==> config.mk <==
export PLATFORM = sky130hd
export DESIGN_NAME = dcache_array
export DESIGN_NICKNAME = d
export VERILOG_FILES = /design/src/hdl/l1dc_pkg.sv /design/src/hdl/dcache_array.sv
export VERILOG_INCLUDE_DIRS = /design/src /design/src/hdl
export SDC_FILE = /design/constraint.sdc
export NUM_CORES = 2
export LEC_CHECK = 0
export BUFFER_PORTS_ARGS = -buffer_cell sky130_fd_sc_hd__buf_2
export CAP_MARGIN = 20
export CORE_UTILIZATION = 50
export DETAILED_ROUTE_END_ITERATION = 6
export PLACE_DENSITY_LB_ADDON = 0.25
export SLEW_MARGIN = 10
export SYNTH_ARGS = -nofsm -noshare
export SYNTH_HDL_FRONTEND = slang
export SYNTH_MEMORY_MAX_BITS = 65536
export SYNTH_SLANG_ARGS = --single-unit
==> constraint.sdc <==
create_clock -name clk_i -period 2.7 [get_ports clk_i]
set_input_delay 0.54 -clock clk_i [delete_from_list [all_inputs] [get_ports clk_i]]
set_output_delay 0.54 -clock clk_i [all_outputs]
set_load 0.1 [all_outputs]
==> src/hdl/l1dc_defs.svh <==
`ifndef L1DC_DEFS_SVH
`define L1DC_DEFS_SVH

// Physical address width
`define L1DC_ADDR_W 16

// Set index width, 16 sets
`define L1DC_IDX_W 4

// Doubleword offset inside a line, 4 doublewords per line
`define L1DC_WOFF_W 2

// Byte offset inside a doubleword
`define L1DC_BOFF_W 3

// Data geometry
`define L1DC_DATA_W 64
`define L1DC_LINE_W 256

// Tag is whatever the index and both offsets leave over
`define L1DC_TAG_W (`L1DC_ADDR_W - `L1DC_IDX_W - `L1DC_WOFF_W - `L1DC_BOFF_W)

// Derived array sizes
`define L1DC_SETS (1 << `L1DC_IDX_W)
`define L1DC_LINE_BYTES (`L1DC_LINE_W / 8)

`endif

==> src/hdl/l1dc_pkg.sv <==
`include "l1dc_defs.svh"

package l1dc_pkg;

  // Plain data carriers
  typedef logic [`L1DC_DATA_W-1:0]     dword_t;
  typedef logic [`L1DC_LINE_W-1:0]     dcache_line_t;
  typedef logic [`L1DC_IDX_W-1:0]      dcache_idx_t;
  typedef logic [`L1DC_TAG_W-1:0]      dcache_tag_t;
  typedef logic [`L1DC_LINE_BYTES-1:0] line_be_t;

  // Byte address split as the cache sees it
  typedef struct packed {
    dcache_tag_t              tag;
    dcache_idx_t              idx;
    logic [`L1DC_WOFF_W-1:0]  word_off;
    logic [`L1DC_BOFF_W-1:0]  byte_off;
  } paddr_t;

  // Line address exchanged with L2
  typedef struct packed {
    dcache_tag_t tag;
    dcache_idx_t idx;
  } line_addr_t;

  typedef enum logic [1:0] {B, HW, W, DW} store_width_e;

  // What d0 does with the arrays this cycle
  typedef enum logic [2:0] {
    Idle,
    d0_ReadLsq,
    d0_ReadD1,
    d0_WriteStoreD1,
    d0_WriteLineL2,
    d0_ResetLines
  } d0_req_type_e;

  typedef enum logic [2:0] {
    ResetSweep,
    Ready,
    Lookup,
    StoreWrite,
    MissReq,
    MissWait,
    Refill,
    Replay
  } d0_ctrl_state_e;

  typedef struct packed {
    paddr_t       paddr;
    logic         is_store;
    store_width_e store_width;
    dword_t       data;
  } lsq_l1dc_req_t;

  typedef struct packed {
    paddr_t paddr;
    dword_t data;
  } l1dc_lsq_ans_t;

  // Tag array word
  typedef struct packed {
    dcache_tag_t tag;
    logic        valid;
    logic        dirty;
  } tvd_mem_line_t;

  // Contents of the d1 pipeline register
  typedef struct packed {
    d0_req_type_e req_type;
    paddr_t       paddr;
    dword_t       data;
    store_width_e store_width;
    logic         is_store;
  } d1_req_info_t;

  // Miss request, optional victim plus fill address
  typedef struct packed {
    logic         wb;
    line_addr_t   wb_addr;
    dcache_line_t wb_line;
    line_addr_t   fill_addr;
  } l1dc_l2c_req_t;

  typedef struct packed {
    line_addr_t   line_addr;
    dcache_line_t line;
  } l2c_l1dc_ans_t;

  typedef struct packed {
    logic hit;
    logic miss;
    logic victim_dirty;
  } d1_status_t;

endpackage

==> src/hdl/dcache_array.sv <==
`timescale 1ns/1ns

`include "l1dc_defs.svh"

module dcache_array import l1dc_pkg::*; (
  input  logic              clk_i,
  // Single port, read every cycle
  input  dcache_idx_t       addr_i,
  input  logic              we_i,
  // Data write per byte
  input  line_be_t          be_i,
  input  dcache_line_t      wdata_i,
  // Tag word written whole
  input  var tvd_mem_line_t wtvd_i,
  // Registered read, one cycle after the address
  output dcache_line_t      rdata_o,
  output tvd_mem_line_t     rtvd_o
);

  dcache_line_t  data_mem [`L1DC_SETS];
  tvd_mem_line_t tvd_mem  [`L1DC_SETS];

  // Byte lanes of the data array
  always_ff @(posedge clk_i) begin
    if (we_i) begin
      for (int b = 0; b < `L1DC_LINE_BYTES; b++) begin
        if (be_i[b]) begin
          data_mem[addr_i][b*8 +: 8] <= wdata_i[b*8 +: 8];
        end
      end
    end
  end

  always_ff @(posedge clk_i) begin
    if (we_i) begin
      tvd_mem[addr_i] <= wtvd_i;
    end
  end

  // Old contents on read-during-write
  always_ff @(posedge clk_i) begin
    rdata_o <= data_mem[addr_i];
    rtvd_o  <= tvd_mem[addr_i];
  end

  // Writes must land on a known set
  a_we_addr_known: assert property (@(posedge clk_i)
    we_i |-> !$isunknown(addr_i));

endmodule

* Yosys cells after proc, flatten, opt, wreduce, memory -nomap -nowiden *
Memories as Yosys holds them, arrays and structs flattened. A register that Yosys moved wholly into a read port is not among the register bits.
Index checks and enable logic that the tools add are counted.

word-level totals
  register bits after elaboration = 0
  input port bits = 303
  memory bits (writable) = 4240
  memories kept = 2
  word-level logic and storage cells = 100
  output and inout port bits = 265

memory list
  name      depth  width  rd ports  clocked after memory_dff  write ports  RTL line            text
  data_mem  16     256    1         1                         1            dcache_array.sv:20  dcache_line_t data_mem [`L1DC_SETS];
  tvd_mem   16     9      1         1                         1            dcache_array.sv:21  tvd_mem_line_t tvd_mem [`L1DC_SETS];

cells by class
  multiplexer cells = 98

operators by type and width
  operator  number
  $mux W1   98

* Logic depth before layout (Yosys ltp) *
  depth after elaboration = 3
  depth in mapped cells = 7
  gate-level depth less buffers = 3

* Worst setup path before layout *
No wires, ideal clock.

  path type = input-to-reg
  from = input port addr_i[0]
  to = memory data_mem[12][184] in the netlist's numbering, enable pin
  arrival = 2068 ps
  path buffers = 4
  setup time = 332 ps
  cell stages on the path = 6
  required time = 2368 ps
  setup slack = 300 ps
  cell sequence = buf_2 -> buf_6 -> buf_6 -> nor3_1 -> clkbuf_1 -> and2_1

RTL lines
  element      RTL line            text
  from (decl)  dcache_array.sv:8   input dcache_idx_t addr_i,
  to (decl)    dcache_array.sv:20

Straight into the memory's write port.

* Worst setup path after layout *
  from = register rdata_o[186] (read register of data_mem)
  to = output port rdata_o[186]

RTL lines
  element      RTL line            text
  from (decl)  dcache_array.sv:16  output dcache_line_t rdata_o,

No word-level cell between the ends.

==> flow_metrics.py <==
metrics = {
    "place": {
        "place_area_mm2": 0.1850,
        "portBuffers": 567,
        "place_ws_ns": -0.08096,
        "dp_hpwl_mm": 258.6,
        "place_congestion": 0.8156,
        "dp_cells": 12756,
    },
    "clock_network": {
        "clockBufferDepth": 4,
        "clk_latency_ns": 0.98,
        "post_cts_buffers": 0,
        "tritoncts": "done",
        "clockRootBuffer": "clkbuf_16",
        "htreeDepth": 5,
        "cts_buffers": 446,
        "clkTransAtPathRegs_ns": 0.06,
        "cts_sinks": 4505,
    },
    "cells_and_area": {
        "instances_no_fill": 13923,
        "final_cell_mix": "edfxtp_1 (4240), mux4_2 (1060), buf_2 (563)",
        "finalNetCount": 9406,
        "area_growth_pct": 21.32,
        "drive_gt1_frac": 0.3411,
        "final_cell_area_mm2": 0.2025,
        "final_common_cell": "edfxtp_1",
    },
    "routing": {
        "post_drt_via_cell_ratio": 5.811,
        "first_pass_iters": 5,
        "drt_iter0_drc": 7813,
        "via_count": 80900,
        "ant_nets": 0,
        "routedWlPerCell_um": 28.44,
        "drc": 0,
        "routed_wl_mm": 396.0,
    },
    "grt": {
        "grt_max_degree": 69,
        "use_met3": 0.04432,
        "use_met2": 0.3880,
        "grt_pass1_vias": 84664,
        "grt-busiest-layer": "met2",
        "use_met1": 0.3216,
        "overflow": 0,
        "grt_pass1_wl_mm": 580.7,
        "grt_antenna_before_repair": 81,
        "grt_usage": 0.2356,
    },
    "power": {
        "power.density_mw_per_mm2": 743.8,
        "p_leak_nw": 67.56,
        "vdd_drop_max_mv": 0.6831,
    },
    "die": {
        "die_y_um": 579.7,
        "dieArea_mm2": 0.3361,
        "dieWidth_um": 579.7,
        "start_util": 0.5037,
        "io_pins": 568,
        "rows": 211,
        "core_mm2": 0.3313,
    },
    "logic_synthesis": {
        "syn_area_mm2": 0.1669,
        "synthCells": 7336,
        "yosys_warnings": 0,
        "avgSynthCellArea_um2": 22.75,
        "yosysSeqAreaShare": 0.7947,
        "synth_nets": 7639,
        "yosys.area.top_type": "edfxtp_1",
        "synth_top_cell_area_share": 0.7629,
        "synth_seq_cells": 4505,
        "yosys-top-cells-area": "edfxtp_1 (76%), mux4_2 (14%), dfxtp_1 (3.2%)",
        "ys_types": 18,
    },
    "timing": {
        "finalHoldViolCount": 0,
        "period_needed_ns": 2.614,
        "max_freq_ghz": 0.3826,
        "finClkSkew_ns": 0.04149,
        "worstMarginPinSlew_ns": 0.7081,
        "setup_violations": 0,
        "drv_slew": 0,
        "fin_crit_sh": 0.9680,
        "setup_slack_ns": 0.08633,
        "final.hold.worst_slack_ns": 0.1586,
        "rsz0062_at_grt": "no",
        "slew_headroom": 0.5312,
    },
    "critical_path": {
        "critPathMaxFanout": 1,
        "path_cells": "buf_2",
        "cp_slowest_cell": "dfxtp_1",
        "slowest_delay_ns": 0.58,
        "crit_buf_inv": 1,
        "endpoint_kind": "output pin",
        "crit_arrival_ns": 2.07,
        "critical_path_required_ns": 2.16,
        "worstSetupPathType": "register to output pin",
        "cp_top_family": "flip-flops",
        "startpoint_type": "register",
    },
    "job": {
        "drv_cap": 0,
    },
    "status": {
        "status": "finished clean",
    },
    "worst_hold_path": {
        "hp-class": "input pin to register",
    },
}
[what timing repair did]
action / in CTS / in global routing
hold buffers: 265 / 0
resized for setup: 2 / 0
endpoints found under the hold margin: 4240 / 0
setup endpoints to repair: 2 / 0
[synth_stat cells]
| library cell | number |
|---|---|
| and2_1 | 513 |
| nor2b_1 | 2 |
| clkbuf_1 | 224 |
| nor2_1 | 13 |
| a22oi_1 | 530 |
| mux4_2 | 1060 |
| buf_6 | 26 |
| or3b_1 | 1 |
| nand2b_1 | 2 |
| edfxtp_1 | 4240 |
| nand3b_1 | 2 |
| nor3_1 | 4 |
| buf_2 | 92 |
| buf_4 | 36 |
| nand2_1 | 266 |
| buf_1 | 59 |
| nand3_1 | 1 |
| dfxtp_1 | 265 |
[sequential cells by signal, indices dropped and copies added (netlist names)]
name	cells
rdata_o	256
tvd_mem	144
data_mem	4096
rtvd_o	9
[cells by family after synthesis]
group / after synthesis / synth area share
and+or+nand+nor: 804 / 0.02595
DFF: 4505 / 0.7947
muxes: 1060 / 0.1430
AOI/OAI and AO/OA: 530 / 0.02384
buffers and inverters: 437 / 0.01250
[report_power, final]
part           leakage, nW  internal [mW]  total (mW)  switching, mW
Combinational         20.0           3.27        10.8           7.53
Clock                 7.16           35.5        61.6           26.2
Sequential            40.4           77.6        78.1          0.547
Total                 67.6            116         151           34.2
[worst register-to-register path, cell delays in order, from the launching register on]
cell and delay [ns]:
edfxtp_1 0.36, mux4_2 0.48, a22oi_1 0.34, nand2_1 0.30
[stage by stage]
step | setup TNS (ns) | utilization | total power [mW]
3_3_place_gp | -10.72 | 0.5583 | 89.92
4_1_cts | 0 | 0.6107 | 151.7
3_5_place_dp | -4.027 | 0.5583 | 90.14
6_report | 0 | 0.6111 | 150.6
2_1_floorplan | 0 | - | 86.09
5_1_grt | 0 | 0.6108 | 154.7
[area by class of cell]
cell class,instances,area (um2)
Fill cell,22480,128900
Timing Repair Buffer,1756,17220
Clock buffer,593,12160
Antenna cell,58,145.1
Clock inverter,251,2537
Sequential cell,4505,132600
Multi-Input combinational cell,2394,32320
Tap cell,4366,5463
[layer usage]
metal  vias up  share of wire
li1      34437              -
met1     42632           0.40
met3       654          0.076
met5         -        0.00054
met2      3143           0.50
met4        34          0.031
[final timing paths]
| check | slack [ns] | cells after the start | end | start |
|---|---|---|---|---|
| worst max-delay path | 0.09 | 1 | rdata_o[186] | rdata_o[186]$_DFF_P_ |
| worst min-delay path | 0.16 | 2 | data_mem[10][44]$_DFFE_PP_ | be_i[5] |
| worst max register to register | 1.04 | 3 | rdata_o[2]$_DFF_P_ | data_mem[10][2]$_DFFE_PP_ |
| worst min register to register | 0.65 | 3 | rdata_o[16]$_DFF_P_ | data_mem[14][16]$_DFFE_PP_ |
(Power assumes the default switching activity.)
