`config.mk`:
```
export PLATFORM = sky130hd
export DESIGN_NAME = d0_ctrl_fsm
export DESIGN_NICKNAME = d
export VERILOG_FILES = /design/src/hdl/l1dc_pkg.sv /design/src/hdl/d0_ctrl_fsm.sv
export VERILOG_INCLUDE_DIRS = /design/src /design/src/hdl
export SDC_FILE = /design/constraint.sdc
export NUM_CORES = 1
export LEC_CHECK = 0
export ABC_AREA = 1
export BUFFER_PORTS_ARGS = -buffer_cell sky130_fd_sc_hd__buf_4
export CAP_MARGIN = 15
export CORE_AREA = 2 2 39 41
export DETAILED_ROUTE_END_ITERATION = 16
export DIE_AREA = 0 0 41 43
export PLACE_DENSITY = 0.55
export SETUP_SLACK_MARGIN = 0.3
export SLEW_MARGIN = 20
export SYNTH_ARGS = -nofsm -noshare
export SYNTH_HDL_FRONTEND = slang
export SYNTH_SLANG_ARGS = --single-unit
```
`constraint.sdc`:
```
create_clock -name clk_i -period 1.3 [get_ports clk_i]
set_input_delay 0.26 -clock clk_i [delete_from_list [all_inputs] [get_ports clk_i]]
set_output_delay 0.26 -clock clk_i [all_outputs]
set_load 0.1 [all_outputs]
```
`src/hdl/l1dc_defs.svh`:
```
`ifndef L1DC_DEFS_SVH
`define L1DC_DEFS_SVH

// Physical address width
`define L1DC_ADDR_W 16

// Set index width, 16 sets
`define L1DC_IDX_W 4

// Doubleword offset inside a line, 4 doublewords per line
`define L1DC_WOFF_W 2

// Byte offset inside a doubleword
`define L1DC_BOFF_W 3

// Data geometry
`define L1DC_DATA_W 64
`define L1DC_LINE_W 256

// Tag is whatever the index and both offsets leave over
`define L1DC_TAG_W (`L1DC_ADDR_W - `L1DC_IDX_W - `L1DC_WOFF_W - `L1DC_BOFF_W)

// Derived array sizes
`define L1DC_SETS (1 << `L1DC_IDX_W)
`define L1DC_LINE_BYTES (`L1DC_LINE_W / 8)

`endif

```
`src/hdl/l1dc_pkg.sv`:
```
`include "l1dc_defs.svh"

package l1dc_pkg;

  // Plain data carriers
  typedef logic [`L1DC_DATA_W-1:0]     dword_t;
  typedef logic [`L1DC_LINE_W-1:0]     dcache_line_t;
  typedef logic [`L1DC_IDX_W-1:0]      dcache_idx_t;
  typedef logic [`L1DC_TAG_W-1:0]      dcache_tag_t;
  typedef logic [`L1DC_LINE_BYTES-1:0] line_be_t;

  // Byte address split as the cache sees it
  typedef struct packed {
    dcache_tag_t              tag;
    dcache_idx_t              idx;
    logic [`L1DC_WOFF_W-1:0]  word_off;
    logic [`L1DC_BOFF_W-1:0]  byte_off;
  } paddr_t;

  // Line address exchanged with L2
  typedef struct packed {
    dcache_tag_t tag;
    dcache_idx_t idx;
  } line_addr_t;

  typedef enum logic [1:0] {B, HW, W, DW} store_width_e;

  // What d0 does with the arrays this cycle
  typedef enum logic [2:0] {
    Idle,
    d0_ReadLsq,
    d0_ReadD1,
    d0_WriteStoreD1,
    d0_WriteLineL2,
    d0_ResetLines
  } d0_req_type_e;

  typedef enum logic [2:0] {
    ResetSweep,
    Ready,
    Lookup,
    StoreWrite,
    MissReq,
    MissWait,
    Refill,
    Replay
  } d0_ctrl_state_e;

  typedef struct packed {
    paddr_t       paddr;
    logic         is_store;
    store_width_e store_width;
    dword_t       data;
  } lsq_l1dc_req_t;

  typedef struct packed {
    paddr_t paddr;
    dword_t data;
  } l1dc_lsq_ans_t;

  // Tag array word
  typedef struct packed {
    dcache_tag_t tag;
    logic        valid;
    logic        dirty;
  } tvd_mem_line_t;

  // Contents of the d1 pipeline register
  typedef struct packed {
    d0_req_type_e req_type;
    paddr_t       paddr;
    dword_t       data;
    store_width_e store_width;
    logic         is_store;
  } d1_req_info_t;

  // Miss request, optional victim plus fill address
  typedef struct packed {
    logic         wb;
    line_addr_t   wb_addr;
    dcache_line_t wb_line;
    line_addr_t   fill_addr;
  } l1dc_l2c_req_t;

  typedef struct packed {
    line_addr_t   line_addr;
    dcache_line_t line;
  } l2c_l1dc_ans_t;

  typedef struct packed {
    logic hit;
    logic miss;
    logic victim_dirty;
  } d1_status_t;

endpackage

```
`src/hdl/d0_ctrl_fsm.sv`:
```
`timescale 1ns/1ns

module d0_ctrl_fsm import l1dc_pkg::*; (
  input  logic           clk_i,
  input  logic           arst_n_i,
  // LSQ handshake
  input  logic           lsq_req_valid_i,
  output logic           lsq_req_ready_o,
  output logic           lsq_ans_valid_o,
  // Reset sweep counter
  input  logic           rst_done_i,
  output logic           rst_adv_o,
  // Result of the d1 stage
  input  var d1_status_t d1_status_i,
  input  logic           d1_is_store_i,
  // L2 handshake
  input  logic           l2_req_ready_i,
  output logic           l2_req_valid_o,
  input  logic           l2_ans_valid_i,
  // Request type for the d0 data path
  output d0_req_type_e   d0_req_type_o
);

  d0_ctrl_state_e state_q;
  d0_ctrl_state_e state_d;
  // Store data already in the array, next Lookup only answers
  logic           st_wr_q;

  always_comb begin
    state_d       = state_q;
    d0_req_type_o = Idle;
    unique case (state_q)
      // One set per cycle, last one written while done is high
      ResetSweep: begin
        d0_req_type_o = d0_ResetLines;
        if (rst_done_i) begin
          state_d = Ready;
        end
      end
      Ready: begin
        if (lsq_req_valid_i) begin
          d0_req_type_o = d0_ReadLsq;
          state_d       = Lookup;
        end
      end
      // d1 holds tag compare of the read issued last cycle
      Lookup: begin
        if (st_wr_q) begin
          state_d = Ready;
        end else if (d1_status_i.hit) begin
          state_d = d1_is_store_i ? StoreWrite : Ready;
        end else if (d1_status_i.miss) begin
          state_d = MissReq;
        end
      end
      StoreWrite: begin
        d0_req_type_o = d0_WriteStoreD1;
        state_d       = Lookup;
      end
      // Request held by d1 until L2 takes it
      MissReq: begin
        if (l2_req_ready_i) begin
          state_d = MissWait;
        end
      end
      // Answer is a single pulse, so the line goes in right away
      MissWait: begin
        if (l2_ans_valid_i) begin
          d0_req_type_o = d0_WriteLineL2;
          state_d       = Refill;
        end
      end
      // Fresh line now in the set, d1 still holds the request
      Refill: begin
        state_d = Replay;
      end
      Replay: begin
        d0_req_type_o = d0_ReadD1;
        state_d       = Lookup;
      end
      default: begin
        state_d = ResetSweep;
      end
    endcase
  end

  always_ff @(posedge clk_i or negedge arst_n_i) begin
    if (!arst_n_i) begin
      state_q <= ResetSweep;
      st_wr_q <= 1'b0;
    end else begin
      state_q <= state_d;
      if (state_q == StoreWrite) begin
        st_wr_q <= 1'b1;
      end else if (state_q == Lookup) begin
        st_wr_q <= 1'b0;
      end
    end
  end

  assign lsq_req_ready_o = (state_q == Ready);
  assign rst_adv_o       = (state_q == ResetSweep);
  assign l2_req_valid_o  = (state_q == MissReq);
  // Loads answer on hit, stores after their write cycle
  assign lsq_ans_valid_o = (state_q == Lookup) &&
                           (st_wr_q || (d1_status_i.hit && !d1_is_store_i));

  // L2 request is not withdrawn before acceptance
  a_l2_req_held: assert property (@(posedge clk_i) disable iff (!arst_n_i)
    l2_req_valid_o && !l2_req_ready_i |=> l2_req_valid_o);

  // Answer only in Lookup, and only on its first cycle
  a_ans_in_lookup: assert property (@(posedge clk_i) disable iff (!arst_n_i)
    lsq_ans_valid_o |-> (state_q == Lookup) && ($past(state_q) != Lookup));

endmodule

```
; After elaboration in Yosys (flattened, before gate mapping)
; Index checks and enable logic that the tools add are counted.
[op_classes]
n_eq_ne = 12
muxes = 14
n_reduce_logical = 8
[ops]
columns = operator, n
row1 = 2-to-1 mux 3 bit, 8
row2 = one-hot mux 3 bit (7 select lines), 1
row3 = one-hot mux 3 bit (5 select lines), 1
row4 = == test 3 bit (second input constant), 4
row5 = inequality test 2 bit (second input constant), 4
row6 = == test 3 x 2 -> 1 bit (second input constant), 2
row7 = AND reduction 5 bit, 1
row8 = inequality test 4 bit (second input constant), 1
row9 = == test 3 x 1 -> 1 bit (second input constant), 1
row10 = logical NOT 3 bit, 1
row11 = 2-to-1 mux 1 bit, 3
row12 = logical AND 1 bit, 2
row13 = 2-to-1 mux 2 bit, 1
row14 = nonzero test 2 bit, 1
row15 = OR reduction 2 bit, 1
row16 = logical NOT 1 bit, 1
row17 = logical OR 1 bit, 1
[totals]
regBits = 4
inputBits = 10
output_inout_bits = 7
word_cells = 36

; Longest topological paths before layout
[logic_depth]
word_depth = 4
depth_mapped = 8
depth_no_buf = 8

; Worst setup path before layout
; No wires, ideal clock.
[synth_path]
kind = register -> output
startpoint = register state_q[0]
endpoint = output port lsq_ans_valid_o
arrival_time_ps = 2896
required_ps = 1040
slack_ps = -1856
path_stages_with_launch = 5
n_path_buf = 1
cell_sequence = dfrtp_1 > buf_6 > nor2_2 > nand2_1 > a211oi_1
[synth_between]
elab_chain_len = 2
[synth_rtl]
columns = item, line_no
row1 = from (decl), d0_ctrl_fsm.sv:24  ; d0_ctrl_state_e state_q;
row2 = from (signal assigned), d0_ctrl_fsm.sv:89  ; state_q <= ResetSweep;
row3 = from (signal assigned), d0_ctrl_fsm.sv:92  ; state_q <= state_d;
row4 = == test 3 x 2 -> 1 bit, d0_ctrl_fsm.sv:105  ; assign lsq_ans_valid_o = (state_q == Lookup) &&
row5 = logical AND 1 bit, d0_ctrl_fsm.sv:105
row6 = to (decl), d0_ctrl_fsm.sv:9  ; output logic lsq_ans_valid_o,
; Every way passes these cells.

; Worst setup path in the final report
; Same ends and word-level chain as after synthesis.

==> results.sh <==
export IMPL_syn_num_nets=71
export IMPL_htreeDepth=1
export IMPL_layout_setup_ws_ps=-275
export IMPL_tightest_slew_ps=225
export IMPL_cp_slowest_cell="dfrtp_2"
export IMPL_drive_gt1_frac=0.691
export IMPL_status="complete, but fails checks"
export IMPL_synthFlopType="dfrtp_1"
export IMPL_synth_top_area_share=0.273
export IMPL_max_slew_margin=0.850
export IMPL_synth_cell_types=17
export IMPL_grt_pass1_wl_um=1930
export IMPL_initial_utilization=0.265
export IMPL_cts_root_to_sink_buffers=2
export IMPL_final_hold_viol_count=0
export IMPL_synth_top_area_cell="dfrtp_1"
export IMPL_ys_seq_area_frac=0.273
export IMPL_synthTopCellsByArea="dfrtp_1, nand2_1, nand3_1"
export IMPL_syn_area_um2=367
export IMPL_violations="setup timing"
export IMPL_die_area_um2=1760
export IMPL_wl_met2_um=649
export IMPL_area_growth_pct=145
export IMPL_synth_most_common_cell="nand2_1"
export IMPL_crit_arrival_ps=1320
export IMPL_grt_overflow_total=0
export IMPL_first_pass_iters=2
export IMPL_multi_input_area_um2=330
export IMPL_cap_violations=0
export IMPL_worst_setup_path_end_kind="output pin"
export IMPL_max_freq_ghz=0.635
export IMPL_fin_nets=108
export IMPL_setup_viol=9
export IMPL_hpwlAfterDp_um=824
export IMPL_num_rows=14
export IMPL_ant_nets=0
export IMPL_m1WireLength_um=479
export IMPL_first_global_vias=467
export IMPL_crit_family="flip-flops"
export IMPL_critPathMaxFanout=5
export IMPL_crit_path_cell_trace="nor2_4 > nand2_2 > a211oi_4 > buf_12"
export IMPL_die_h_um=43
export IMPL_maxSlewViolCount=0
export IMPL_core_um2=1380
export IMPL_grt_max_degree=7
export IMPL_cts_root_buf="clkbuf_4"
export IMPL_top_layer="met3"
export IMPL_post_route_period_util=1.21
export IMPL_cts_tree="built"
export IMPL_ys_seq_elements=4
export IMPL_synthCells=61
export IMPL_seq_area_um2=104
export IMPL_cts_buffers=3
export IMPL_whs_ps=315
export IMPL_netlist_top_cells_count="nand2_1, inv_1, nand3_1"
export IMPL_viasPerCell=4.53
export IMPL_routed_wl_um=1170
export IMPL_critical_path_buf_inv_count=1
export IMPL_hp_class="primary input to flop"
export IMPL_antennaDiodeCount=0
export IMPL_synth_edf_count=0
export IMPL_worstPathRequired_ps=1040
export IMPL_worstSetupPathType="flop to output pin"
export IMPL_dr_wl_met3_um=40
export IMPL_syn_area_per_cell_um2=6.01
export IMPL_yosysWarnings=0
export IMPL_gp_congestion=0.840
export IMPL_slowest_delay_ps=460
export IMPL_clock_skew_ps=2.23
export IMPL_rsz0062_at_grt="true"
export IMPL_wl_per_cell_um=10.3
export IMPL_pin_count=17
export IMPL_grt_usage=0.157
export IMPL_min_period_ps=1580
export IMPL_portBuffers=15
export IMPL_antenna_found_initial=0
export IMPL_fill_cells=125
export IMPL_critPathLaunchType="flop"
export IMPL_die_x_um=41
export IMPL_num_vias=512
export IMPL_clkSlewWorstSetupHoldPaths_ps=40
export IMPL_drt_iter0_drc=3
export IMPL_cts_sink_count=4
export IMPL_ys_async_sr_fraction=1.00
export IMPL_clock_latency_ps=230
export IMPL_drc=0
-- cell families (layout without fill, tap and decap cells) --
| family | Yosys count | after routing | share of synthesized area |
|---|---|---|---|
| buffers and inverters | 14 | 50 | 0.164 |
| flip-flops | 4 | 4 | 0.273 |
| AND/OR/NAND/NOR | 36 | 36 | 0.450 |
| AO/OA/AOI/OAI | 7 | 7 | 0.113 |
-- registers in the layout, indices dropped and copies added, names as in the netlist --
| signal | flops |
|---|---|
| state_q | 3 |
| st_wr_q | 1 |
-- worst min-delay path: cells and delay by family --
| family | cells | cell delay [ps] |
|---|---|---|
| buffers and inverters | 1 | 80 |
| AND/OR/NAND/NOR | 3 | 170 |
-- metal layers --
metal,GRT usage,vias to the layer above
li1,-,262
met1,0.207,236
met2,0.269,14
met3,0.0157,0
met4,0.0200,0
met5,0,-
-- path summary, 6_finish.rpt --
check / from / endpoint / slack [ps] / cells after the start
setup reg to reg: state_q[0]$_DFFE_PN0P_ / state_q[2]$_DFFE_PN0P_ / -160 / 9
max in group asynchronous: arst_n_i / state_q[0]$_DFFE_PN0P_ / 830 / 2
min in group asynchronous: arst_n_i / state_q[2]$_DFFE_PN0P_ / 360 / 2
hold reg to reg: st_wr_q$_DFFE_PN0P_ / st_wr_q$_DFFE_PN0P_ / 590 / 2
hold / removal: d1_status_i[1] / state_q[1]$_DFFE_PN0P_ / 310 / 4
setup / recovery: state_q[0]$_DFFE_PN0P_ / lsq_ans_valid_o / -280 / 4
-- repair_timing --
item / in CTS / in global routing
pin swaps: 2 / 0
setup buffers: 5 / 0
setup endpoints to repair: 10 / 11
hold buffers: 1 / 0
endpoints found under the hold margin: 4 / 0
resized for setup: 40 / 4
-- cell usage in the layout (no fill, tap or decap), types with 4 or more instances in the layout --
| master | count |
|---|---|
| nor2_4 | 4 |
| nand2_1 | 9 |
| buf_4 | 21 |
| nand3_1 | 4 |
| nand2_2 | 4 |
| inv_1 | 6 |
| buf_12 | 7 |
| nand2_4 | 4 |
| buf_6 | 4 |
-- through the flow --
stage                     instance area [um2]   util  TNS, ps  instances  worst slack, ps
after floorplan                           440      -    -2070         61             -545
after global placement                    652  0.471     -516        103             -154
after detailed placement                  652  0.471     -566        103             -156
after CTS                                 880  0.636    -1660        113             -287
after global routing                      898  0.649    -2160        113             -344
final                                     898  0.649    -1660        113             -275
-- layout make-up --
| cell class | count | area share |
|---|---|---|
| clock buffers | 4 | 0.0292 |
| inverters | 13 | 0.0724 |
| multi-input cells | 43 | 0.368 |
| flip-flops and latches | 4 | 0.116 |
| well taps | 16 | 0.0223 |
| repair buffers | 33 | 0.393 |
Power is left out: the tool's default activity adds up to more than one toggle a clock period on the data nets, which glitch-free logic cannot reach.
