## config.mk

```make
export PLATFORM = sky130hd
export DESIGN_NAME = d0_data_sel_block
export DESIGN_NICKNAME = d
export VERILOG_FILES = /design/src/hdl/l1dc_pkg.sv /design/src/hdl/d0_data_sel_block.sv
export VERILOG_INCLUDE_DIRS = /design/src /design/src/hdl
export SDC_FILE = /design/constraint.sdc
export NUM_CORES = 1
export LEC_CHECK = 0
export BUFFER_PORTS_ARGS = -buffer_cell sky130_fd_sc_hd__buf_2
export CAP_MARGIN = 0
export CORE_AREA = 2 2 322 324
export DETAILED_ROUTE_END_ITERATION = 8
export DIE_AREA = 0 0 324 326
export GPL_ROUTABILITY_DRIVEN = 1
export GPL_TIMING_DRIVEN = 1
export PLACE_DENSITY = 0.32
export SLEW_MARGIN = 20
export SYNTH_ARGS = -nofsm -noshare
export SYNTH_HDL_FRONTEND = slang
export SYNTH_SLANG_ARGS = --single-unit
```

## constraint.sdc

```tcl
create_clock -name vclk -period 1.35
set_input_delay 0.0675 -clock vclk [all_inputs]
set_output_delay 0.0675 -clock vclk [all_outputs]
set_load 0.05 [all_outputs]
```

## src/hdl/l1dc_defs.svh

```systemverilog
`ifndef L1DC_DEFS_SVH
`define L1DC_DEFS_SVH

// Physical address width
`define L1DC_ADDR_W 16

// Set index width, 16 sets
`define L1DC_IDX_W 4

// Doubleword offset inside a line, 4 doublewords per line
`define L1DC_WOFF_W 2

// Byte offset inside a doubleword
`define L1DC_BOFF_W 3

// Data geometry
`define L1DC_DATA_W 64
`define L1DC_LINE_W 256

// Tag is whatever the index and both offsets leave over
`define L1DC_TAG_W (`L1DC_ADDR_W - `L1DC_IDX_W - `L1DC_WOFF_W - `L1DC_BOFF_W)

// Derived array sizes
`define L1DC_SETS (1 << `L1DC_IDX_W)
`define L1DC_LINE_BYTES (`L1DC_LINE_W / 8)

`endif

```

## src/hdl/l1dc_pkg.sv

```systemverilog
`include "l1dc_defs.svh"

package l1dc_pkg;

  // Plain data carriers
  typedef logic [`L1DC_DATA_W-1:0]     dword_t;
  typedef logic [`L1DC_LINE_W-1:0]     dcache_line_t;
  typedef logic [`L1DC_IDX_W-1:0]      dcache_idx_t;
  typedef logic [`L1DC_TAG_W-1:0]      dcache_tag_t;
  typedef logic [`L1DC_LINE_BYTES-1:0] line_be_t;

  // Byte address split as the cache sees it
  typedef struct packed {
    dcache_tag_t              tag;
    dcache_idx_t              idx;
    logic [`L1DC_WOFF_W-1:0]  word_off;
    logic [`L1DC_BOFF_W-1:0]  byte_off;
  } paddr_t;

  // Line address exchanged with L2
  typedef struct packed {
    dcache_tag_t tag;
    dcache_idx_t idx;
  } line_addr_t;

  typedef enum logic [1:0] {B, HW, W, DW} store_width_e;

  // What d0 does with the arrays this cycle
  typedef enum logic [2:0] {
    Idle,
    d0_ReadLsq,
    d0_ReadD1,
    d0_WriteStoreD1,
    d0_WriteLineL2,
    d0_ResetLines
  } d0_req_type_e;

  typedef enum logic [2:0] {
    ResetSweep,
    Ready,
    Lookup,
    StoreWrite,
    MissReq,
    MissWait,
    Refill,
    Replay
  } d0_ctrl_state_e;

  typedef struct packed {
    paddr_t       paddr;
    logic         is_store;
    store_width_e store_width;
    dword_t       data;
  } lsq_l1dc_req_t;

  typedef struct packed {
    paddr_t paddr;
    dword_t data;
  } l1dc_lsq_ans_t;

  // Tag array word
  typedef struct packed {
    dcache_tag_t tag;
    logic        valid;
    logic        dirty;
  } tvd_mem_line_t;

  // Contents of the d1 pipeline register
  typedef struct packed {
    d0_req_type_e req_type;
    paddr_t       paddr;
    dword_t       data;
    store_width_e store_width;
    logic         is_store;
  } d1_req_info_t;

  // Miss request, optional victim plus fill address
  typedef struct packed {
    logic         wb;
    line_addr_t   wb_addr;
    dcache_line_t wb_line;
    line_addr_t   fill_addr;
  } l1dc_l2c_req_t;

  typedef struct packed {
    line_addr_t   line_addr;
    dcache_line_t line;
  } l2c_l1dc_ans_t;

  typedef struct packed {
    logic hit;
    logic miss;
    logic victim_dirty;
  } d1_status_t;

endpackage

```

## src/hdl/d0_data_sel_block.sv

```systemverilog
`timescale 1ns/1ns

`include "l1dc_defs.svh"

module d0_data_sel_block import l1dc_pkg::*; (
  // Request type chosen by the controller
  input  d0_req_type_e      d0_req_type_i,
  // Sources
  input  var lsq_l1dc_req_t lsq_l1dc_req_i,
  input  var d1_req_info_t  d1_req_i,
  input  var l2c_l1dc_ans_t l2c_l1dc_ans_i,
  input  dcache_idx_t       rst_idx_i,
  // Next d1 register contents
  output d1_req_info_t      reg_out_d_o,
  // Array port
  output dcache_idx_t       dcache_addr_o,
  output logic              dcache_we_o,
  output line_be_t          dcache_be_o,
  output dcache_line_t      dcache_wdata_o,
  output tvd_mem_line_t     dcache_wtvd_o
);

  localparam int DW_IN_LINE = `L1DC_LINE_W / `L1DC_DATA_W;
  localparam int W_IN_LINE  = 2 * DW_IN_LINE;
  localparam int HW_IN_LINE = 2 * W_IN_LINE;
  localparam int B_IN_LINE  = 2 * HW_IN_LINE;
  // Byte position of the store inside the line
  localparam int POS_W = `L1DC_WOFF_W + `L1DC_BOFF_W;

  logic [POS_W-1:0] byte_pos;
  dcache_line_t     st_line;
  line_be_t         st_be;

  assign byte_pos = {d1_req_i.paddr.word_off, d1_req_i.paddr.byte_off};

  // Store data spread over the whole line
  // Enables pick the aligned slot
  always_comb begin
    st_line = {DW_IN_LINE{d1_req_i.data}};
    st_be   = line_be_t'(8'hff) << {byte_pos[POS_W-1:3], 3'b000};
    case (d1_req_i.store_width)
      B: begin
        st_line = {B_IN_LINE{d1_req_i.data[7:0]}};
        st_be   = line_be_t'(1'b1) << byte_pos;
      end
      HW: begin
        st_line = {HW_IN_LINE{d1_req_i.data[15:0]}};
        st_be   = line_be_t'(2'b11) << {byte_pos[POS_W-1:1], 1'b0};
      end
      W: begin
        st_line = {W_IN_LINE{d1_req_i.data[31:0]}};
        st_be   = line_be_t'(4'hf) << {byte_pos[POS_W-1:2], 2'b00};
      end
      default: begin
        // DW uses the defaults above
      end
    endcase
  end

  always_comb begin
    // d1 keeps its request unless a new one comes from the LSQ
    reg_out_d_o          = d1_req_i;
    reg_out_d_o.req_type = d0_req_type_i;
    dcache_addr_o        = d1_req_i.paddr.idx;
    dcache_we_o          = 1'b0;
    dcache_be_o          = '0;
    dcache_wdata_o       = '0;
    dcache_wtvd_o        = '0;
    case (d0_req_type_i)
      // New request from LSQ
      d0_ReadLsq: begin
        reg_out_d_o.paddr       = lsq_l1dc_req_i.paddr;
        reg_out_d_o.data        = lsq_l1dc_req_i.data;
        reg_out_d_o.store_width = lsq_l1dc_req_i.store_width;
        reg_out_d_o.is_store    = lsq_l1dc_req_i.is_store;
        dcache_addr_o           = lsq_l1dc_req_i.paddr.idx;
      end
      // Store on a hit line, line becomes dirty
      d0_WriteStoreD1: begin
        dcache_we_o         = 1'b1;
        dcache_be_o         = st_be;
        dcache_wdata_o      = st_line;
        dcache_wtvd_o.tag   = d1_req_i.paddr.tag;
        dcache_wtvd_o.valid = 1'b1;
        dcache_wtvd_o.dirty = 1'b1;
      end
      // Refill from L2, whole line, clean
      d0_WriteLineL2: begin
        dcache_addr_o       = l2c_l1dc_ans_i.line_addr.idx;
        dcache_we_o         = 1'b1;
        dcache_be_o         = '1;
        dcache_wdata_o      = l2c_l1dc_ans_i.line;
        dcache_wtvd_o.tag   = l2c_l1dc_ans_i.line_addr.tag;
        dcache_wtvd_o.valid = 1'b1;
      end
      // Sweep writes an all-zero tag word, data untouched
      d0_ResetLines: begin
        dcache_addr_o = rst_idx_i;
        dcache_we_o   = 1'b1;
      end
      default: begin
        // Idle and d0_ReadD1 read the held request's set
      end
    endcase
  end

endmodule

```

# == Yosys cells after proc, flatten, opt, wreduce, memory -nomap -nowiden ==
# Cells that the tools add are included.
# totals
reg_bits,0
inputBits,443
out_inout_bits,388
word_cells,21
# classes
eq_ne,6
shift,4
n_mux,9
n_reduce_logical,2
# op_table
cell,count
one-hot mux 256 bit (3 select lines),1
one-hot mux 256 bit (2 select lines),1
one-hot mux 32 bit (3 select lines),1
two-way mux 83 bit,1
one-hot mux 32 bit (2 select lines),1
left shift 1 x 5 -> 32 bit (first input constant),1
left shift 2 x 5 -> 32 bit (first input constant),1
left shift 4 x 5 -> 32 bit (first input constant),1
left shift 8 x 5 -> 32 bit (first input constant),1
one-hot mux 8 bit (2 select lines),1
one-hot mux 4 bit (3 select lines),1
== test 3 bit (second input constant),2
== test 3 x 1 -> 1 bit (second input constant),1
== test 3 x 2 -> 1 bit (second input constant),1
OR reduction 3 bit,1
== test 2 x 1 -> 1 bit (second input constant),1
== test 2 bit (second input constant),1
logical NOT 2 bit,1
two-way mux 1 bit,2

# == Depth between registers and ports, before layout ==
# depth
depth_word,3
ltp_mapped,7
mapped_depth_nobuf,5

# == Worst setup path before layout ==
# Ideal clock, no wire load.
# synth_path
path_type,input -> output
start,in d1_req_i[1] in the netlist's numbering
end,out dcache_be_o[14]
arrival_ps,2033
required_ps,1283
setup_slack_ps,-750
cell_stages,6
path_buffers,2
cell_sequence,buf_4 and2_1 buf_2 a21oi_4 inv_2 o311ai_1
# synth_via
elab_chain_cells,3
elab_cells_between_ends,5
cone_classes,eq/ne (2); mux (2); reduce/logical (1)
# synth_rtl
element,line,source
start: declaration,d0_data_sel_block.sv:10,"input var d1_req_info_t d1_req_i,"
== test 2 bit (tied with other cells),d0_data_sel_block.sv:41,case (d1_req_i.store_width)
one-hot mux 32 bit (3 select lines) (*),d0_data_sel_block.sv:41,
one-hot mux 32 bit (2 select lines) (*),d0_data_sel_block.sv:69,case (d0_req_type_i)
end: declaration,d0_data_sel_block.sv:18,"output line_be_t dcache_be_o,"
# Mark *: on every way between the ends. The rest lies on a longest branch, timed or not.

# == Worst setup path after layout ==
# layout_path
start,in d1_req_i[1] in the netlist's numbering
end,out dcache_wdata_o[91]
# layout_via
elab_chain_cells,3
elab_cells_between_ends,5
cone_classes,eq/ne (2); mux (2); reduce/logical (1)
# layout_rtl
element,line,source
== test 2 bit (tied with other cells),d0_data_sel_block.sv:41,
one-hot mux 256 bit (3 select lines) (*),d0_data_sel_block.sv:41,
one-hot mux 256 bit (2 select lines) (*),d0_data_sel_block.sv:69,
end: declaration,d0_data_sel_block.sv:19,"output dcache_line_t dcache_wdata_o,"
# Marked as above.

==> flow_results.org <==
** Outcome
- Run status :: finished with violations
- The final reports fail on negative setup slack.

** Setup path
- The worst setup path is launched from an input pin.
- Launch point of the critical path :: d1_req_i[1]
- The critical path is of the in2out type.
- Worst Path Arrival :: 1.59 ns
- CP Data Required Time :: 1.28 ns
- In this run the worst path has a maximum fanout of 7.
- Worst Setup End Kind :: output port

** Routing
- Via count :: 10449
- Before antenna repair, the detailed router went through 5 iterations.
- Dividing the detail-routed via count by the number of cells gives 3.35.
- Final routed DRC violation total :: 0
- Once detail routing completed, the nets flagged for antenna violations numbered 0.
- In the final routed layout, each cell accounts on average for 25.1 µm.
- Wire length reported by the detailed router :: 78.3 mm
- The first routing iteration left 434 violations.

** Logic synthesis
- The number of nets in the synthesized netlist is 1186.
- Synthesis Warnings :: 0
- By area, the combinational part of the netlist is dominated by compound AO/OA/AOI/OAI gates.
- Biggest area contributors in the synthesized netlist :: a21o_1 30%, mux2_1 12%, mux2i_1 6.4%
- Of the synthesized area, sequential elements account for 0.
- The compound-gate portion of the synthesized area was 0.536.
- Arithmetic-cell share of the synthesized area counting full adders, half adders and majority gates :: 0
- Xor and xnor area share after synthesis :: 0
- In this run the mean area of a mapped cell was 7.60 µm².
- Top cell type by total area after synthesis :: a21o_1
- In the synthesized netlist, the number of instances is 743.
- Share of Yosys cell area claimed by the top area cell type :: 0.298
- Basic-gate share of the synthesized area counting and, or, nand and nor cells :: 0.124
- Yosys mapped the design onto 51 distinct sky130hd cell types.
- The synthesized netlist occupies a cell area of 5650 µm².
- After synthesis, the share of cell area in mux cells is 0.223.

** Global routing
- Entering global routing, the biggest net connects 39 pins.
- Met2 track demand over resource in global routing :: 0.229
- Wire length of the first global-routing pass :: 95.7 mm
- Met1 usage in global routing :: 0.172
- Met3 track utilization from global routing :: 0.0418
- Aggregate global routing overflow :: 0
- Vias in the first global route :: 10231
- Gr busiest metal :: met2
- The number of antenna violations at the first check in global routing is 72.
- For this run, the total global-route usage over all layers was measured as 0.136.

** Placed design
- Port-buffer cells :: 828
- The placed instances occupy a cell area of 13800 µm².
- HPWL after DPL :: 67.5 mm
- Number of placed instances with taps included :: 3065
- Placer Congestion :: 0.786

** Hold path
- Tightest Hold Check Type :: in2out
- Startpoint of the most critical hold path :: lsq_l1dc_req_i[27]

** Timing
- The smallest clock period supported by the final layout is computed as 1.66 ns.
- Once routing completed, OpenROAD measured the worst setup slack at -0.307 ns.
- Max transition margin :: 0.645
- Final number of hold-violating endpoints :: 0
- Transition time of the tightest slew-check pin :: 0.518 ns
- Post-route clock period utilization :: 1.23
- The number of max-slew violations in the final report was 0.
- Highest achievable clock rate :: 604 MHz
- Setup violations remaining at the end of the flow were counted as 379.
- Setup repair after global routing could not meet its margin everywhere.

** Final layout
- For this run, the post-layout net count is 2169.
- In the final layout, the share of cells above drive strength 1 is 0.744.
- The clock buffers instantiated in the layout total 0.
- Non-Filler Cell Area, Final :: 17100 µm²
- Leaving out filler cells and counting taps, the final layout contains 3117.
- Total area of sequential cells :: 0 µm²
- Final core area utilization :: 0.167
- From synthesis to final layout, the design area changed by 203%.
- There are 0 flip-flops and latches.

** Die
- Boundary Pins :: 831
- Die X :: 324 µm
- Die area :: 106000 µm²
- Area of the core region :: 103000 µm²
- The initialized floorplan defines 118 standard-cell rows.
- Vertical die dimension :: 326 µm
- Starting utilization of the core area :: 0.0550

** Power and ir drop
- Static Leakage :: 9.63 nW
- Dividing total power by cell area gives a power density of 453 nW/µm².
- Worst IR Drop VDD :: 0.000146 V

** Flow run
- Max cap viols :: 0
## path summary, 6_finish.rpt
kind	endpoint	slack [ns]	cells after the start
max	dcache_wdata_o[91]	-0.31	9
min	reg_out_d_o[30]	0.47	4
## cells in the final DEF (no fill, tap or decap), drive strengths merged, types with 5 or more instances in the layout
master / instances
a22o: 39
o21ai: 38
mux2: 75
diode: 13
nand3: 26
a21o: 224
mux2i: 36
buf: 1048
a211o: 10
nor3: 7
a21oi: 52
nor2b: 5
clkbuf: 19
nor2: 35
a211oi: 14
inv: 18
nand2: 41
## through the flow
stage | setup WS (ns) | total power, mW | hold slack, ns | TNS (ns)
floorplan | -0.238 | 3.78 | 0.302 | -2.48
global placement | -0.737 | 6.69 | 0.472 | -152.68
detailed placement | -0.696 | 6.66 | 0.470 | -152.86
CTS | -0.324 | 7.42 | 0.467 | -82.21
global route | -0.342 | 8.09 | 0.479 | -91.25
finish | -0.307 | 7.75 | 0.466 | -69.05
## timing repair
action                     CTS  global route
resized for setup          449           349
setup endpoints to repair  384           379
cloned                       9             9
pin swaps                   21            49
setup buffers               20            19
hold buffers                 0             0
## cell type report
type	instances	area, µm²
antenna	13	32.5
fill	11614	85500
inverter	18	70.1
multi-input combinational	639	5900
tap	1380	1730
timing repair buffer	1067	9370
## critical path, cell delays in order
cell,delay (ns)
buf_16,0.13
buf_12,0.15
buf_4,0.16
mux2_4,0.31
o21ai_4,0.17
buf_12,0.14
a21oi_2,0.07
a21o_1,0.21
buf_6,0.15
## power by group
group	leakage [nW]	internal (mW)	switching, mW
sequential	0	0	0
clock	0.0000824	0.00000119	0
combinational	9.63	3.03	4.72
## cell families (layout without fill, tap and decap cells)
| group | Yosys count | in the layout |
|---|---|---|
| simple gates | 139 | 139 |
| compound gates | 389 | 389 |
| buf+inv | 104 | 1085 |
| mux | 111 | 111 |
| other cells | 0 | 13 |
## Yosys cell counts (3+ instances only)
library cell  number
o21ai_2            3
o21ai_0           19
o311ai_1           4
a21oi_1           28
a211o_1           10
o21ai_1           11
inv_1             16
buf_2             19
a211oi_2          12
a21oi_4            3
o21ai_4            5
nand2_1           40
nor2b_1            4
a311o_1            4
a21oi_2           21
mux2i_1           36
mux2_1            59
nor2_1            34
nor3b_1            4
buf_1              8
nor3_1             7
a22o_1            39
clkbuf_1          11
buf_6             17
a21o_1           224
buf_4             31
nand2b_1           4
nand3_1           26
mux2_4            15
## per-layer routing
layer  share of wire  up-vias
met2            0.47      574
met5          0.0058        -
met3           0.094      124
met1            0.41     4908
li1                -     4769
met4           0.022       74
Note: power is estimated with default switching activity, not from simulation.
